<file path="src/mesi_pkg.sv">
`default_nettype none

package mesi_pkg;

   localparam int DATA_W    = 32;            // Data word width
   localparam int ADDR_W    = 5;             // Word address width
   localparam int MEM_WORDS = 32;            // Main memory depth
   localparam int NUM_LINES = 4;             // Lines per cache
   localparam int INDEX_W   = 2;             // Low address bits select the line
   localparam int TAG_W     = 3;             // High address bits form the tag

   // Line state, 2 bits per line
   typedef enum logic [1:0] {
      ST_I = 2'b00,                          // Invalid
      ST_E = 2'b01,                          // Exclusive, clean
      ST_S = 2'b10,                          // Shared, clean
      ST_M = 2'b11                           // Modified, dirty
   } mesi_state_t;

   // Coherence action picked by the controller for one request
   typedef enum logic [2:0] {
      OP_NONE      = 3'd0,                   // Hit, no bus traffic
      OP_RD        = 3'd1,                   // Read miss, fill from memory
      OP_RD_SHARED = 3'd2,                   // Read miss, fill from the other cache
      OP_RDX       = 3'd3,                   // Write miss, take ownership
      OP_UPGR      = 3'd4                    // Write hit in S, kill other copy
   } bus_op_t;

endpackage

`default_nettype wire

</file>
<file path="src/mesi_bus_ctrl.sv">
`timescale 1ns/1ps
`default_nettype none

module mesi_bus_ctrl (
   input  logic                         clk,
   input  logic                         rst_n,
   input  logic                         p0_cyc,
   input  logic                         p0_stb,
   input  logic                         p0_we,
   input  logic [mesi_pkg::ADDR_W-1:0]  p0_adr,
   input  logic [mesi_pkg::DATA_W-1:0]  p0_dat_w,
   output logic [mesi_pkg::DATA_W-1:0]  p0_dat_r,
   output logic                         p0_ack,
   input  logic                         p1_cyc,
   input  logic                         p1_stb,
   input  logic                         p1_we,
   input  logic [mesi_pkg::ADDR_W-1:0]  p1_adr,
   input  logic [mesi_pkg::DATA_W-1:0]  p1_dat_w,
   output logic [mesi_pkg::DATA_W-1:0]  p1_dat_r,
   output logic                         p1_ack,
   output logic [mesi_pkg::ADDR_W-1:0]  lookup_adr,     // Same address to both caches
   input  logic                         c0_hit,
   input  mesi_pkg::mesi_state_t        c0_state,
   input  logic [mesi_pkg::DATA_W-1:0]  c0_data,
   input  logic [mesi_pkg::TAG_W-1:0]   c0_victim_tag,
   output logic                         c0_wr_en,
   output logic [mesi_pkg::ADDR_W-1:0]  c0_wr_adr,
   output logic [mesi_pkg::DATA_W-1:0]  c0_wr_data,
   output mesi_pkg::mesi_state_t        c0_wr_state,
   output logic                         c0_st_en,
   output mesi_pkg::mesi_state_t        c0_st_state,
   input  logic                         c1_hit,
   input  mesi_pkg::mesi_state_t        c1_state,
   input  logic [mesi_pkg::DATA_W-1:0]  c1_data,
   input  logic [mesi_pkg::TAG_W-1:0]   c1_victim_tag,
   output logic                         c1_wr_en,
   output logic [mesi_pkg::ADDR_W-1:0]  c1_wr_adr,
   output logic [mesi_pkg::DATA_W-1:0]  c1_wr_data,
   output mesi_pkg::mesi_state_t        c1_wr_state,
   output logic                         c1_st_en,
   output mesi_pkg::mesi_state_t        c1_st_state,
   output logic [mesi_pkg::ADDR_W-1:0]  mem_adr,
   output logic                         mem_re,
   output logic                         mem_we,
   output logic [mesi_pkg::DATA_W-1:0]  mem_wdata,
   input  logic [mesi_pkg::DATA_W-1:0]  mem_rdata
);

   import mesi_pkg::*;

   typedef enum logic [2:0] {
      CS_IDLE,                                 // Waiting for a request
      CS_LOOKUP,                               // Both caches looked up, action chosen
      CS_WB,                                   // Dirty victim to memory
      CS_MEM,                                  // Memory read in flight
      CS_FILL,                                 // Line update and snoop action
      CS_ACK                                   // Ack cycle on the served port
   } ctrl_state_t;

   ctrl_state_t        state;
   ctrl_state_t        state_nxt;
   bus_op_t            op;                     // Action from the current lookup
   bus_op_t            op_q;                   // Action held past the lookup cycle
   logic               last_port;              // Port served most recently
   logic               req_port;               // Port being served
   logic               req_we;
   logic [ADDR_W-1:0]  req_adr;
   logic [DATA_W-1:0]  req_dat;
   logic [DATA_W-1:0]  dat_r_q;
   logic               req0;
   logic               req1;
   logic               grant;
   logic               need_wb;
   logic               own_hit;                // Requester's cache view
   mesi_state_t        own_state;
   logic [DATA_W-1:0]  own_data;
   logic [TAG_W-1:0]   own_vtag;
   logic               oth_hit;                // Snooped cache view
   mesi_state_t        oth_state;
   logic [DATA_W-1:0]  oth_data;
   logic               own_wr_en;
   logic [DATA_W-1:0]  own_wr_data;
   mesi_state_t        own_wr_state;
   logic               oth_st_en;
   mesi_state_t        oth_st_state;
   logic               ack_set;                // Ack goes high next cycle
   logic [DATA_W-1:0]  rd_val;

   assign req0  = p0_cyc & p0_stb;
   assign req1  = p1_cyc & p1_stb;
   assign grant = (req0 & req1) ? ~last_port : req1;   // Round robin on a tie

   // Requester and snooper swap roles with the served port
   assign own_hit   = req_port ? c1_hit : c0_hit;
   assign own_state = req_port ? c1_state : c0_state;
   assign own_data  = req_port ? c1_data : c0_data;
   assign own_vtag  = req_port ? c1_victim_tag : c0_victim_tag;
   assign oth_hit   = req_port ? c0_hit : c1_hit;
   assign oth_state = req_port ? c0_state : c1_state;
   assign oth_data  = req_port ? c0_data : c1_data;

   // Miss on a dirty slot, so the old line goes out first
   assign need_wb = ~own_hit && (own_state == ST_M);

   // MESI action from both lookups
   always_comb
   begin
      if (req_we)
      begin
         if (own_hit)
            op = (own_state == ST_S) ? OP_UPGR : OP_NONE;   // S needs the others killed
         else
            op = OP_RDX;
      end
      else if (own_hit)
         op = OP_NONE;
      else if (oth_hit)
         op = OP_RD_SHARED;                  // Other cache supplies the word
      else
         op = OP_RD;
   end

   // Sequencer and datapath control
   always_comb
   begin
      state_nxt    = state;
      own_wr_en    = 1'b0;
      own_wr_data  = req_dat;                // Store data unless a fill says otherwise
      own_wr_state = ST_M;
      oth_st_en    = 1'b0;
      oth_st_state = ST_I;
      mem_adr      = req_adr;
      mem_re       = 1'b0;
      mem_we       = 1'b0;
      mem_wdata    = oth_data;               // Flush from the snooped M line
      ack_set      = 1'b0;
      rd_val       = own_data;
      case (state)
         CS_IDLE:
         begin
            if (req0 | req1)
               state_nxt = CS_LOOKUP;
         end
         CS_LOOKUP:
         begin
            if (need_wb)
               state_nxt = CS_WB;
            else if (op == OP_RD)
               state_nxt = CS_MEM;
            else if (op == OP_NONE)
            begin
               own_wr_en = req_we;           // Write hit in E or M, line becomes M
               ack_set   = 1'b1;
               state_nxt = CS_ACK;
            end
            else
               state_nxt = CS_FILL;
         end
         CS_WB:
         begin
            mem_we    = 1'b1;
            mem_adr   = {own_vtag, req_adr[INDEX_W-1:0]};   // Victim's own address
            mem_wdata = own_data;
            state_nxt = (op_q == OP_RD) ? CS_MEM : CS_FILL;
         end
         CS_MEM:
         begin
            mem_re    = 1'b1;                // Word arrives in the fill cycle
            state_nxt = CS_FILL;
         end
         CS_FILL:
         begin
            own_wr_en = 1'b1;
            ack_set   = 1'b1;
            state_nxt = CS_ACK;
            case (op_q)
               OP_RD:
               begin
                  own_wr_data  = mem_rdata;
                  own_wr_state = ST_E;       // Nobody else holds it
                  rd_val       = mem_rdata;
               end
               OP_RD_SHARED:
               begin
                  own_wr_data  = oth_data;
                  own_wr_state = ST_S;
                  rd_val       = oth_data;
                  oth_st_en    = 1'b1;       // E, S or M all end in S
                  oth_st_state = ST_S;
                  mem_we       = (oth_state == ST_M);   // Dirty copy flushed on the way
               end
               default:
               begin
                  oth_st_en = oth_hit;       // RDX or upgrade, other copy to I
               end
            endcase
         end
         CS_ACK:
         begin
            state_nxt = CS_IDLE;             // Master drops stb by now
         end
         default:
         begin
            state_nxt = CS_IDLE;
         end
      endcase
   end

   always_ff @(posedge clk)
   begin
      if (!rst_n)
      begin
         state     <= CS_IDLE;
         last_port <= 1'b0;                  // Port 1 wins the first tie
         req_port  <= 1'b0;
         op_q      <= OP_NONE;
         p0_ack    <= 1'b0;
         p1_ack    <= 1'b0;
      end
      else
      begin
         state  <= state_nxt;
         p0_ack <= ack_set & ~req_port;      // Single cycle, served port only
         p1_ack <= ack_set & req_port;
         if ((state == CS_IDLE) && (req0 | req1))
         begin
            req_port  <= grant;
            last_port <= grant;
         end
         if (state == CS_LOOKUP)
            op_q <= op;
      end
   end

   // Request capture and read data
   always_ff @(posedge clk)
   begin
      if (state == CS_IDLE)
      begin
         req_we  <= grant ? p1_we : p0_we;
         req_adr <= grant ? p1_adr : p0_adr;
         req_dat <= grant ? p1_dat_w : p0_dat_w;
      end
      if (ack_set)
         dat_r_q <= rd_val;
   end

   assign p0_dat_r = dat_r_q;                // Only meaningful with ack
   assign p1_dat_r = dat_r_q;

   assign lookup_adr = req_adr;

   // Requester gets line writes, snooped cache gets state updates
   assign c0_wr_en    = own_wr_en & ~req_port;
   assign c1_wr_en    = own_wr_en & req_port;
   assign c0_wr_adr   = req_adr;
   assign c1_wr_adr   = req_adr;
   assign c0_wr_data  = own_wr_data;
   assign c1_wr_data  = own_wr_data;
   assign c0_wr_state = own_wr_state;
   assign c1_wr_state = own_wr_state;
   assign c0_st_en    = oth_st_en & req_port;   // Cache 0 snooped while port 1 served
   assign c1_st_en    = oth_st_en & ~req_port;
   assign c0_st_state = oth_st_state;
   assign c1_st_state = oth_st_state;

endmodule

`default_nettype wire

</file>
<file path="src/mesi_cache.sv">
`timescale 1ns/1ps
`default_nettype none

module mesi_cache (
   input  logic                             clk,
   input  logic                             rst_n,
   input  logic [mesi_pkg::ADDR_W-1:0]      lookup_adr,  // Shared snoop/lookup address
   input  logic                             wr_en,       // Full line write
   input  logic [mesi_pkg::ADDR_W-1:0]      wr_adr,
   input  logic [mesi_pkg::DATA_W-1:0]      wr_data,
   input  mesi_pkg::mesi_state_t            wr_state,
   input  logic                             st_en,       // State-only update at lookup_adr
   input  mesi_pkg::mesi_state_t            st_state,
   output logic                             hit,
   output mesi_pkg::mesi_state_t            line_state,
   output logic [mesi_pkg::DATA_W-1:0]      line_data,
   output logic [mesi_pkg::TAG_W-1:0]       victim_tag
);

   import mesi_pkg::*;

   logic [TAG_W-1:0]  tag_mem   [NUM_LINES];   // Tag per line
   logic [DATA_W-1:0] data_mem  [NUM_LINES];   // One word per line
   mesi_state_t       state_mem [NUM_LINES];   // MESI state per line

   logic [INDEX_W-1:0] lk_idx;
   logic [TAG_W-1:0]   lk_tag;
   logic [INDEX_W-1:0] wr_idx;
   logic [TAG_W-1:0]   wr_tag;

   // Address split, index from the low bits and tag from the high bits
   assign lk_idx = lookup_adr[INDEX_W-1:0];
   assign lk_tag = lookup_adr[ADDR_W-1:INDEX_W];
   assign wr_idx = wr_adr[INDEX_W-1:0];
   assign wr_tag = wr_adr[ADDR_W-1:INDEX_W];

   // Combinational lookup of the indexed line
   assign line_state = state_mem[lk_idx];
   assign line_data  = data_mem[lk_idx];
   assign victim_tag = tag_mem[lk_idx];          // Tag of whatever sits in the slot now
   assign hit        = (tag_mem[lk_idx] == lk_tag) && (state_mem[lk_idx] != ST_I);

   // State array with synchronous clear
   always_ff @(posedge clk)
   begin
      if (!rst_n)
      begin
         for (int i = 0; i < NUM_LINES; i++)
         begin
            state_mem[i] <= ST_I;                // All lines invalid
         end
      end
      else if (wr_en)
      begin
         state_mem[wr_idx] <= wr_state;          // Fill or local write
      end
      else if (st_en)
      begin
         state_mem[lk_idx] <= st_state;          // Snoop downgrade or invalidate
      end
   end

   // Tag and data arrays
   always_ff @(posedge clk)
   begin
      if (wr_en)
      begin
         tag_mem[wr_idx]  <= wr_tag;
         data_mem[wr_idx] <= wr_data;            // Whole line replaced
      end
   end

endmodule

`default_nettype wire

</file>
<file path="src/mesi_memory.sv">
`timescale 1ns/1ps
`default_nettype none

module mesi_memory (
   input  logic                         clk,
   input  logic                         rst_n,
   input  logic [mesi_pkg::ADDR_W-1:0]  mem_adr,
   input  logic                         mem_re,     // Read strobe, data next cycle
   input  logic                         mem_we,     // Write strobe
   input  logic [mesi_pkg::DATA_W-1:0]  mem_wdata,
   output logic [mesi_pkg::DATA_W-1:0]  mem_rdata   // Registered read data
);

   import mesi_pkg::*;

   logic [DATA_W-1:0] mem_array [MEM_WORDS];   // Backing store

   always_ff @(posedge clk)
   begin
      if (!rst_n)
      begin
         for (int i = 0; i < MEM_WORDS; i++)
         begin
            mem_array[i] <= '0;                 // Memory starts all zero
         end
      end
      else if (mem_we)
      begin
         mem_array[mem_adr] <= mem_wdata;       // Write-back or flush
      end
   end

   // Registered read port
   always_ff @(posedge clk)
   begin
      if (mem_re)
      begin
         mem_rdata <= mem_array[mem_adr];
      end
   end

endmodule

`default_nettype wire

</file>
<file path="src/mesi_system.sv">
`timescale 1ns/1ps
`default_nettype none

module mesi_system (
   input  logic                         clk,
   input  logic                         rst_n,
   input  logic                         p0_cyc,
   input  logic                         p0_stb,
   input  logic                         p0_we,
   input  logic [mesi_pkg::ADDR_W-1:0]  p0_adr,
   input  logic [mesi_pkg::DATA_W-1:0]  p0_dat_w,
   output logic [mesi_pkg::DATA_W-1:0]  p0_dat_r,
   output logic                         p0_ack,
   input  logic                         p1_cyc,
   input  logic                         p1_stb,
   input  logic                         p1_we,
   input  logic [mesi_pkg::ADDR_W-1:0]  p1_adr,
   input  logic [mesi_pkg::DATA_W-1:0]  p1_dat_w,
   output logic [mesi_pkg::DATA_W-1:0]  p1_dat_r,
   output logic                         p1_ack
);

   import mesi_pkg::*;

   logic [ADDR_W-1:0]  lookup_adr;           // Shared snoop address
   logic               c0_hit;
   mesi_state_t        c0_state;
   logic [DATA_W-1:0]  c0_data;
   logic [TAG_W-1:0]   c0_victim_tag;
   logic               c0_wr_en;
   logic [ADDR_W-1:0]  c0_wr_adr;
   logic [DATA_W-1:0]  c0_wr_data;
   mesi_state_t        c0_wr_state;
   logic               c0_st_en;
   mesi_state_t        c0_st_state;
   logic               c1_hit;
   mesi_state_t        c1_state;
   logic [DATA_W-1:0]  c1_data;
   logic [TAG_W-1:0]   c1_victim_tag;
   logic               c1_wr_en;
   logic [ADDR_W-1:0]  c1_wr_adr;
   logic [DATA_W-1:0]  c1_wr_data;
   mesi_state_t        c1_wr_state;
   logic               c1_st_en;
   mesi_state_t        c1_st_state;
   logic [ADDR_W-1:0]  mem_adr;
   logic               mem_re;
   logic               mem_we;
   logic [DATA_W-1:0]  mem_wdata;
   logic [DATA_W-1:0]  mem_rdata;

   mesi_bus_ctrl u_bus_ctrl (.*);            // Port names match the wires above

   mesi_cache u_cache0 (                     // Processor 0 cache
      .clk        (clk),
      .rst_n      (rst_n),
      .lookup_adr (lookup_adr),
      .wr_en      (c0_wr_en),
      .wr_adr     (c0_wr_adr),
      .wr_data    (c0_wr_data),
      .wr_state   (c0_wr_state),
      .st_en      (c0_st_en),
      .st_state   (c0_st_state),
      .hit        (c0_hit),
      .line_state (c0_state),
      .line_data  (c0_data),
      .victim_tag (c0_victim_tag)
   );

   mesi_cache u_cache1 (                     // Processor 1 cache
      .clk        (clk),
      .rst_n      (rst_n),
      .lookup_adr (lookup_adr),
      .wr_en      (c1_wr_en),
      .wr_adr     (c1_wr_adr),
      .wr_data    (c1_wr_data),
      .wr_state   (c1_wr_state),
      .st_en      (c1_st_en),
      .st_state   (c1_st_state),
      .hit        (c1_hit),
      .line_state (c1_state),
      .line_data  (c1_data),
      .victim_tag (c1_victim_tag)
   );

   mesi_memory u_memory (
      .clk       (clk),
      .rst_n     (rst_n),
      .mem_adr   (mem_adr),
      .mem_re    (mem_re),
      .mem_we    (mem_we),
      .mem_wdata (mem_wdata),
      .mem_rdata (mem_rdata)
   );

endmodule

`default_nettype wire

</file>
<file path="config.mk">
export PLATFORM = sky130hd
export DESIGN_NAME = mesi_system
export DESIGN_NICKNAME = d
export VERILOG_FILES = /design/src/mesi_pkg.sv /design/src/mesi_bus_ctrl.sv /design/src/mesi_cache.sv /design/src/mesi_memory.sv /design/src/mesi_system.sv
export SDC_FILE = /design/constraint.sdc
export NUM_CORES = 2
export LEC_CHECK = 0
export ABC_AREA = 1
export BUFFER_PORTS_ARGS = -buffer_cell sky130_fd_sc_hd__buf_2
export CORE_MARGIN = 1
export CORE_UTILIZATION = 35
export CTS_CLUSTER_DIAMETER = 80
export DETAILED_ROUTE_END_ITERATION = 12
export GPL_TIMING_DRIVEN = 0
export HOLD_SLACK_MARGIN = 0.08
export SYNTH_ARGS = -nofsm -noshare
export SYNTH_HDL_FRONTEND = slang
export SYNTH_SLANG_ARGS = --single-unit
</file>
<file path="constraint.sdc">
create_clock -name clk -period 8.3 [get_ports clk]
set_input_delay 0.83 -clock clk [delete_from_list [all_inputs] [get_ports clk]]
set_output_delay 0.83 -clock clk [all_outputs]
set_load 0.005 [all_outputs]
</file>
==> flow_summary.yaml <==
setup_path:
  timing.critical_path.max_delay_family: "buffers and inverters"
  crit_path_cell_trace: "nor2_1, clkbuf_1, buf_1, clkbuf_1, a22oi_1, a21oi_1, nor2_1, nand4_1"
  setup.worst_path.end_class: "flop"
  crit_required_ns: 8.88
  cp.arrival_ns: 6.78
  reg2regPathDepth: 8
  worstSetupStartpointType: "flop"
  regToRegStartpoint: "u_bus_ctrl.c0_wr_adr[1]"
  cp_max_fo: 10
  worst_path_max_delay_cell: "sky130_fd_sc_hd__buf_1"
  reg2reg_to: "u_memory.mem_rdata[3]"
  crit_type: "flop to flop"
  r2r_setup_slack_ns: 2.10
  critical_path.max_stage_delay_ns: 1.21
  critical_path.n_buffers_inverters: 3
timing:
  transition_time_of_the_tightest_slew_check_pin_ns: 1.661
  rsz0062_at_grt: "false"
  max-slew-margin-rel_pct: -10.71
  timing.final.crit_share_pct: 74.71
  maxSlewViolCount: 220
  final.hold.worst_slack_ns: 0.2965
  report.final.setup_viol: 0
  clock_skew_ns: 0.04203
  clock.fmax_mhz: 161.3
  post-route-min-period_ns: 6.201
  timing_hold_violations_final: 0
  setup_tns_final_ns: 0
cts:
  tritoncts: "done"
  post_cts_resize_count: 0
  cts-root-buf: "sky130_fd_sc_hd__clkbuf_16"
  cts_htree_levels: 4
  cts_num_sinks: 1433
  clock_input_transition_at_the_sequential_cells_of_the_worst_setup_and_hold_paths_ns: 0.06
  cts_post_setup_buffers_inserted: 0
  number_of_buffers_inserted_for_hold_repair_after_clock_tree_synthesis: 0
  cts_buffer_count: 152
  clk_latency_ns: 0.82
  clockBufferDepth: 3
logic_synthesis:
  synth_area_um2: 60720
  edff_count_synth: 1422
  yosysUniqueCellTypes: 36
  synth_area_leaders: "sky130_fd_sc_hd__edfxtp_1, sky130_fd_sc_hd__nor2_1, sky130_fd_sc_hd__nand2_1, sky130_fd_sc_hd__a22oi_1, sky130_fd_sc_hd__a221oi_1"
  ys_seq_elements: 1433
  synthCells: 5263
  postSynthNetCount: 5345
  yosys-top-cells-count: "sky130_fd_sc_hd__edfxtp_1, sky130_fd_sc_hd__nor2_1, sky130_fd_sc_hd__nand2_1, sky130_fd_sc_hd__a22oi_1, sky130_fd_sc_hd__clkbuf_1"
  dominantRegCellSynth: "sky130_fd_sc_hd__edfxtp_1"
  post_synth.cell_area_avg_um2: 11.54
  yosysTopAreaCell: "sky130_fd_sc_hd__edfxtp_1"
  async_reset_ff_share_pct: 0
  ys_seq_area_share_pct: 70.69
  yosys.area.top_type_share_pct: 70.33
  yosysMostFrequentCell: "sky130_fd_sc_hd__edfxtp_1"
  ys.warnings.count: 0
floorplan:
  rows: 152
  core_area_um2: 171900
  io_pins: 148
  chipHeight_um: 418.5
  initial_core_util_pct: 35.32
  design.die.area_um2: 175100
  width_of_the_die_um: 418.5
grt:
  grt_max_degree: 33
  gr-total-overflow: 0
  first_pass_grt_wire_length_um: 337500
  number_of_antenna_violations_at_the_first_check_in_global_routing: 13
  number_of_global_route_vias_before_repair: 42920
  track_usage_pct: 27.88
drt:
  drt_first_iter_violations: 8674
  routed_wirelength_um: 249000
  avgRoutedWirePerCell_um: 30.93
  number_of_vias_after_detailed_routing: 46790
  detail_route.vias_per_cell: 5.813
  detail-route-antenna-nets: 0
  drtPass1Iterations: 10
  drc_errors: 0
hold_path:
  worst_hold_startpoint: "p1_dat_w[16]"
  worst_hold_path.endpoint: "u_bus_ctrl.req_dat[16]"
  hold_path_depth: 3
  min-delay-path-class: "primary input to flop"
finish:
  finish.net_count: 5699
  n_fill_cell: 16410
  ratio_of_cells_with_drive_above_1_in_the_final_layout_pct: 12.54
  area_delta_synth_final_pct: 15.77
  layout.cell_area.non_filler_um2: 70290
outcome:
  outcome: "finished with violations"
  violated_checks: "max-capacitance violations, max-slew violations"
pwr:
  total_leakage_power_uw: 0.02626
  power_uw: 27300
  peakVddDrop_uv: 260.4
  cellPowerDensity_nw_per_um2: 388.3
place:
  detailed_place_hpwl_um: 169600
  placedInstanceArea_um2: 65550
  gp_congestion: 1.007
  buffer_ports.inserted: 146
run:
  drv_cap: 23
## power breakdown
part           leakage (uW)  switching [uW]  internal [uW]
combinational       0.00969            9460           2260
clock               0.00225            2960           3590
sequential           0.0143             238           8790
## final cells by class
cell class                      instances  area, um^2  area share (%)
Sequential cell                      1433       42920           61.06
Antenna cell                            6       15.01         0.02136
Inverter                               85       319.1          0.4539
Tap cell                             2310        2890           4.112
Buffer                                464        2156           3.067
Clock inverter                         80       666.9          0.9488
Multi-Input combinational cell       3281       15510           22.07
Clock buffer                          190        3968           5.645
Timing Repair Buffer                  200        1844           2.624
## worst min-delay path: cells and delay by family
kind          cells  cell delay, ns
simple gates      2            0.09
buf+inv           1            0.08
## layer usage
metal,global-route usage [%],share of wire (%)
met5,0,0.033
met4,16.72,6.8
met3,8.913,14
met2,41.16,43
met1,35.66,36
## state kept, by name, indices dropped and copies added (netlist names), 12 cells and up, named ones only
| name | count |
|---|---|
| u_memory.mem_array | 1024 |
| u_cache0.data_mem | 128 |
| u_cache1.data_mem | 128 |
| u_bus_ctrl.p0_dat_r | 32 |
| u_bus_ctrl.req_dat | 32 |
| u_memory.mem_rdata | 32 |
| u_cache0.tag_mem | 12 |
| u_cache1.tag_mem | 12 |
## cells by family after synthesis
kind of cell	Yosys count	share of synthesized area, %
simple gates	2467	15.87
flops	1433	70.69
compound gates	814	9.414
buf+inv	549	4.023
## stage by stage
stage / instances / worst slack (ns) / util (%)
3_5_place_dp: 7768 / 2.471 / 38.13
4_1_cts: 8038 / 2.448 / 40.82
2_1_floorplan: 5263 / 3.860 / -
3_3_place_gp: 7719 / 0.3208 / 37.42
6_report: 8049 / 2.099 / 40.88
5_1_grt: 8043 / 2.375 / 40.88
## cells in the final DEF, fill, tap and decap left out, types with 7 or more instances in the layout
cell,instances
sky130_fd_sc_hd__a21oi_1,123
sky130_fd_sc_hd__a221oi_1,106
sky130_fd_sc_hd__a22o_1,69
sky130_fd_sc_hd__a22oi_1,251
sky130_fd_sc_hd__a32o_1,64
sky130_fd_sc_hd__buf_1,36
sky130_fd_sc_hd__buf_12,37
sky130_fd_sc_hd__buf_16,10
sky130_fd_sc_hd__buf_2,336
sky130_fd_sc_hd__buf_4,41
sky130_fd_sc_hd__clkbuf_1,214
sky130_fd_sc_hd__clkbuf_16,153
sky130_fd_sc_hd__clkbuf_2,21
sky130_fd_sc_hd__clkinv_1,39
sky130_fd_sc_hd__clkinv_2,17
sky130_fd_sc_hd__dfxtp_1,11
sky130_fd_sc_hd__edfxtp_1,1422
sky130_fd_sc_hd__inv_1,74
sky130_fd_sc_hd__inv_2,9
sky130_fd_sc_hd__inv_6,7
sky130_fd_sc_hd__nand2_1,1074
sky130_fd_sc_hd__nand2_2,37
sky130_fd_sc_hd__nand3_1,175
sky130_fd_sc_hd__nand4_1,9
sky130_fd_sc_hd__nor2_1,1127
sky130_fd_sc_hd__nor2_4,14
sky130_fd_sc_hd__nor3_1,16
sky130_fd_sc_hd__o21ai_0,143
sky130_fd_sc_hd__o21ai_1,34
sky130_fd_sc_hd__o22ai_1,18
## worst max-delay path by stage
stage | from | endpoint | slack [ns] | cells after the start
2_1_floorplan | flop | u_cache0.data_mem[0][0] | 3.86 | 14
3_3_place_gp | u_bus_ctrl.last_port | u_cache0.data_mem[1][8] | 0.32 | 8
3_5_place_dp | u_bus_ctrl.c0_wr_adr[1] | u_memory.mem_rdata[3] | 2.47 | 8
4_1_cts | u_bus_ctrl.c0_wr_adr[1] | u_memory.mem_rdata[3] | 2.45 | 8
5_1_grt | u_bus_ctrl.c0_wr_adr[1] | u_memory.mem_rdata[3] | 2.37 | 8
6_report | u_bus_ctrl.c0_wr_adr[1] | u_memory.mem_rdata[3] | 2.10 | 8
Note: power is estimated with default switching activity, not from simulation.
